**config.mk**
```make
export PLATFORM = sky130hd
export DESIGN_NAME = icache_refill
export DESIGN_NICKNAME = d
export VERILOG_FILES = /design/src/rtl/axi_rd_pkg.sv /design/src/rtl/icache_cfg_pkg.sv /design/src/rtl/icache_refill.sv
export SDC_FILE = /design/constraint.sdc
export NUM_CORES = 1
export LEC_CHECK = 0
export BUFFER_PORTS_ARGS = -buffer_cell sky130_fd_sc_hd__buf_2
export CORE_MARGIN = 3
export CORE_UTILIZATION = 45
export DETAILED_ROUTE_END_ITERATION = 12
export GPL_TIMING_DRIVEN = 0
export PLACE_DENSITY = 0.78
export SLEW_MARGIN = 20
export SYNTH_ARGS = -nofsm -noshare
export SYNTH_HDL_FRONTEND = slang
export SYNTH_SLANG_ARGS = --single-unit
```
**constraint.sdc**
```tcl
create_clock -name clk -period 3.5 [get_ports clk]
set_input_delay 0 -clock clk [delete_from_list [all_inputs] [get_ports clk]]
set_output_delay 0 -clock clk [all_outputs]
set_load 0.01 [all_outputs]
```
**src/rtl/axi_rd_pkg.sv**
```systemverilog
`default_nettype none

package axi_rd_pkg;

  // field widths of the read channels
  localparam int unsigned ID_W = 4;
  localparam int unsigned LEN_W = 8;
  localparam int unsigned SIZE_W = 3;
  localparam int unsigned BURST_W = 2;
  localparam int unsigned RESP_W = 2;
  localparam int unsigned DATA_W = 32;

  // burst type, incrementing address
  localparam logic [BURST_W-1:0] BURST_INCR = 2'b01;

  // beat size, 4 bytes per beat
  localparam logic [SIZE_W-1:0] SIZE_4B = 3'b010;

  // read response
  localparam logic [RESP_W-1:0] RESP_OKAY = 2'b00;

endpackage

`default_nettype wire

```
**src/rtl/icache_cfg_pkg.sv**
```systemverilog
`default_nettype none

package icache_cfg_pkg;

  // ========================================
  // default cache geometry
  // ========================================
  // capacity only seeds the top-level parameter
  localparam int unsigned ICACHE_SIZE_BYTES = 1024;
  localparam int unsigned LINE_BYTES = 16;
  localparam int unsigned WAY_NUM = 4;

  // physical address and instruction word
  localparam int unsigned ADDR_W = 32;
  localparam int unsigned INSTR_W = 32;

  // ========================================
  // derived widths for the default geometry
  // ========================================
  // byte offset inside a line
  localparam int unsigned OFS_W = $clog2(LINE_BYTES);
  // set index, one set holds WAY_NUM lines
  localparam int unsigned IDX_W = $clog2(ICACHE_SIZE_BYTES / (LINE_BYTES * WAY_NUM));
  localparam int unsigned TAG_W = ADDR_W - IDX_W - OFS_W;
  localparam int unsigned WAY_W = $clog2(WAY_NUM);
  localparam int unsigned WORDS_PER_LINE = LINE_BYTES / 4;

  // one whole line, word 0 at the lowest address
  typedef logic [WORDS_PER_LINE-1:0][INSTR_W-1:0] line_t;
  typedef logic [TAG_W-1:0] tag_t;
  // tree bits, node 0 is the root
  typedef logic [WAY_NUM-2:0] plru_t;

endpackage

`default_nettype wire

```
**src/rtl/icache_refill.sv**
```systemverilog
`timescale 1ns/1ps
`default_nettype none

module icache_refill #(
  parameter int unsigned OFS_W = icache_cfg_pkg::OFS_W,
  parameter int unsigned WORDS_PER_LINE = icache_cfg_pkg::WORDS_PER_LINE
) (
  input  wire logic clk,
  input  wire logic rst_n,
  // miss request from the core
  input  wire logic miss_valid_i,
  output logic      miss_ready_o,
  input  wire logic [icache_cfg_pkg::ADDR_W-1:0] miss_line_addr_i,
  // assembled line back to the core
  output logic      fill_valid_o,
  output logic [WORDS_PER_LINE-1:0][icache_cfg_pkg::INSTR_W-1:0] fill_line_o,
  // read address channel
  output logic      ar_valid_o,
  input  wire logic ar_ready_i,
  output logic [icache_cfg_pkg::ADDR_W-1:0] ar_addr_o,
  output logic [axi_rd_pkg::LEN_W-1:0]      ar_len_o,
  output logic [axi_rd_pkg::SIZE_W-1:0]     ar_size_o,
  output logic [axi_rd_pkg::BURST_W-1:0]    ar_burst_o,
  output logic [axi_rd_pkg::ID_W-1:0]       ar_id_o,
  // read data channel
  input  wire logic r_valid_i,
  output logic      r_ready_o,
  input  wire logic [axi_rd_pkg::DATA_W-1:0] r_data_i,
  input  wire logic r_last_i,
  input  wire logic [axi_rd_pkg::RESP_W-1:0] r_resp_i
);

  import icache_cfg_pkg::*;
  import axi_rd_pkg::*;

  localparam int unsigned CNT_W = $clog2(WORDS_PER_LINE);

  typedef enum logic [1:0] {
    ST_IDLE,
    ST_ADDR,
    ST_DATA
  } state_e;

  state_e state_q;
  logic [ADDR_W-1:0] addr_q;
  logic [CNT_W-1:0] cnt_q;
  logic err_q;
  logic beat_bad;
  logic [WORDS_PER_LINE-1:0][INSTR_W-1:0] buf_q;

  assign miss_ready_o = (state_q == ST_IDLE);
  assign beat_bad = (r_resp_i != RESP_OKAY);

  // ========================================
  // burst request, one line per miss
  // ========================================
  assign ar_valid_o = (state_q == ST_ADDR);
  assign ar_addr_o = {addr_q[ADDR_W-1:OFS_W], {OFS_W{1'b0}}};
  assign ar_len_o = LEN_W'(WORDS_PER_LINE - 1);
  assign ar_size_o = SIZE_4B;
  assign ar_burst_o = BURST_INCR;
  assign ar_id_o = '0;
  assign r_ready_o = (state_q == ST_DATA);
  assign fill_line_o = buf_q;

  always_ff @(posedge clk or negedge rst_n) begin
    if (!rst_n) begin
      state_q <= ST_IDLE;
      cnt_q <= '0;
      err_q <= 1'b0;
      fill_valid_o <= 1'b0;
    end else begin
      fill_valid_o <= 1'b0;
      case (state_q)
        ST_IDLE: if (miss_valid_i) state_q <= ST_ADDR;
        ST_ADDR: begin
          if (ar_ready_i) begin
            state_q <= ST_DATA;
            cnt_q <= '0;
            err_q <= 1'b0;
          end
        end
        ST_DATA: begin
          if (r_valid_i) begin
            cnt_q <= cnt_q + 1'b1;
            err_q <= err_q | beat_bad;
            if (r_last_i) begin
              // any failed beat sends the whole burst again
              if (err_q || beat_bad) begin
                state_q <= ST_ADDR;
              end else begin
                state_q <= ST_IDLE;
                fill_valid_o <= 1'b1;
              end
            end
          end
        end
        default: state_q <= ST_IDLE;
      endcase
    end
  end

  // line address and beat buffer
  always_ff @(posedge clk) begin
    if (miss_valid_i && miss_ready_o) begin
      addr_q <= miss_line_addr_i;
    end
    if ((state_q == ST_DATA) && r_valid_i) begin
      buf_q[cnt_q] <= r_data_i;
    end
  end

endmodule

`default_nettype wire

```
==> reports/qor.csv <==
stage,metric,value,unit
logic_synthesis,Synth Instances,213,
logic_synthesis,top_reg_cell synth,edfxtp_1,
logic_synthesis,Post-synth EDFFs,156,
sta,Total Negative Setup Slacks,0,ns
pwr,Power per Cell Area,606,mW/mm^2
final_layout,Post-layout nets,626,
placed_design,Post-DP HPWL,7.88,mm
routing,vias per cell,4.54,
pwr,worst vdd rail ir drop,576,uV
worst_setup_path,CP max-delay cell,and2_2,
floorplan,Initial Util,47.1,%
sta,Slew HR,43.1,%
routing,ANT nets after route,0,
worst_setup_path,Setup crit start kind,flop,
clocking,Clock Sink Count,162,
clocking,setup repair bufs after CTS,0,
flow_run,Max-Cap Viols,0,
clocking,"Reg clk slew, reported paths",0.07,ns
worst_setup_path,worst path buffer plus inverter count,0,
floorplan,Core Area,0.0111,sq mm
logic_synthesis,top cell type's share of synthesized area,89.8,%
clocking,post-CTS resize count,0,
global_routing,initial antenna violation count,0,
logic_synthesis,"top cells by count, synth","edfxtp_1 (156), buf_4 (21), dfrtp_1 (6)",
routing,number of DRC markers in iteration 0,193,
placed_design,DP Cell Count,601,
sta,Min Hold Slack,0.0857,ns
sta,Setup-failing EPs final,0,
global_routing,vias in the first global route,3376,
worst_setup_path,Crit. End Element,flop,
pwr,Leak,3.26,nW
logic_synthesis,Unique masters post-synth,23,
sta,RSZ-0062 raised after global routing,false,
floorplan,I/O pins,253,
worst_setup_path,"Req. time, crit path",3.53,ns
clocking,CTS tree,built,
routing,via count,3189,
clocking,H-tree Lvls,4,
logic_synthesis,post-synthesis sequential area ratio,92.7,%
global_routing,pin count of the biggest net entering global routing,33,
logic_synthesis,YS warnings,0,
logic_synthesis,synthesized flop and latch total,162,
logic_synthesis,synthesized area per cell,24.5,sq um
clocking,clock root cell,clkbuf_16,
routing,WL/cell,17.3,um
sta,max-slew violation count,0,
logic_synthesis,dominant cell type by area after synthesis,edfxtp_1,
sta,Fmax,524,MHz
sta,clk_skew,0.0104,ns
final_layout,area grow syn2layout,51.7,%
clocking,Post-CTS Hold Fix Bufs,70,
worst_setup_path,"critical path fanouts, max",32,
final_layout,# fillers,635,
worst_setup_path,crit-path leading delay family,simple AND/OR/NAND/NOR gates,
global_routing,first-pass GRT wire length,18.4,mm
sta,ratio of final minimum period to clock period,54.6,%
worst_setup_path,crit-path cells,"and3b_2, and2_2",
clocking,CTS Buf Count,17,
sta,fin crit period,1.91,ns
clocking,clock tree buffer depth,2,
final_layout,post-route insts no fill,703,
logic_synthesis,"top cells by area, synth","edfxtp_1 (90%), buf_4 (3.0%), dfrtp_1 (2.9%)",
worst_setup_path,largest stage delay on the critical path,0.71,ns
global_routing,GRT Residual Overflow,0,
floorplan,Die H,114,um
final_layout,layout cells sized above 1,51.9,%
routing,DRC viols,0,
floorplan,width of the die,114,um
sta,"Hold Vio Cnt, Final",0,
worst_hold_path,worst min-delay path class,in2reg,
global_routing,GRT Overall Usage,19.3,%
placed_design,gpl congestion,0.770,
logic_synthesis,mapped cell area,0.00522,sq mm
routing,drt total wl,12.2,mm
final_layout,antenna cells,0,
logic_synthesis,most frequent cell after synthesis,edfxtp_1,
placed_design,Port Buffers,227,
floorplan,cell row count,38,
clocking,clk_lat worst skew,0.41,ns
run_status,status,"finished, final reports clean",
worst_setup_path,Setup Crit Path Kind,reg2reg,
logic_synthesis,ys async rst share,3.70,%
worst_setup_path,Worst Path Arrival,1.94,ns
sta,Worst Tran Pin Value,0.853,ns
routing,First-pass DRT Iterations,4,
floorplan,die area,0.0129,sq mm
[cells by family after synthesis]
logic type	Yosys count	share of synthesized area, %
AO/OA/AOI/OAI	6	0.887
adder cells (fa/ha/maj)	4	0.960
buffers and inverters	23	3.17
flip-flops	162	92.7
multiplexers	1	0.288
other	2	0.144
AND/OR/NAND/NOR	15	1.87
[where the power goes]
part | internal, mW | switching (mW)
logic | 0.270 | 0.320
registers | 2.33 | 0.0673
clock network | 1.02 | 0.791
[placed cells by master, fill, tap and decap left out, types with 4 or more instances in the layout]
master / n
and2_2: 4
buf_2: 227
buf_4: 23
clkbuf_16: 17
clkinvlp_4: 4
conb_1: 21
dfrtp_1: 6
dlygate4sd3_1: 70
edfxtp_1: 156
ha_1: 4
inv_8: 5
[sequential cells by signal, summed over array words and instances, names as in the netlist]
name          count
fill_line_o     128
cnt_q             2
addr_q           28
fill_valid_o      1
state_q           2
err_q             1
[routing by layer]
metal / up-vias / routed length [um] / GRT usage, %
met1: 1501 / 4610 / 23.2
met3: 10 / 1390 / 9.02
met4: 0 / 142 / 5.69
li1: 1468 / - / -
met5: - / 0 / 0
met2: 210 / 6060 / 31.3
[per-stage QoR]
step / worst slack [ns] / cell area [sq um] / util [%] / total power [mW]
floorplan: 0.458 / 5290 / - / 2.68
global placement: -0.127 / 6600 / 59.6 / 2.91
detailed placement: 1.57 / 6620 / 59.7 / 2.94
CTS: 1.56 / 7920 / 71.4 / 4.82
global route: 1.48 / 7920 / 71.4 / 4.99
finish: 1.59 / 7920 / 71.4 / 4.79
[worst register-to-register path: cells and delay by family, from the launching register on]
kind,cells,cell delay (ns)
simple gates,2,1.05
flops,1,0.45
[final timing paths]
check	from	endpoint	cells past startpoint	slack, ns
min	miss_valid_i	addr_q[5]	2	0.09
max in group asynchronous	rst_n	state_q[1]	3	2.75
min in group asynchronous	rst_n	err_q	3	0.53
min reg2reg	cnt_q[1]	cnt_q[1]	1	0.57
max reg2reg	state_q[0]	fill_line_o[65]	2	1.59
max	state_q[0]	fill_line_o[65]	2	1.59
[layout make-up]
cell class / instances / area, sq um / area share, %
repair buffers: 299 / 1850 / 23.4
well taps: 140 / 175 / 2.21
flip-flops and latches: 162 / 4830 / 61.1
clock buffers: 17 / 425 / 5.37
multi-input cells: 47 / 293 / 3.70
clock inverters: 15 / 170 / 2.15
plain buffers: 21 / 158 / 1.99
inverters: 2 / 7.51 / 0.0948
(Power assumes the default switching activity.)
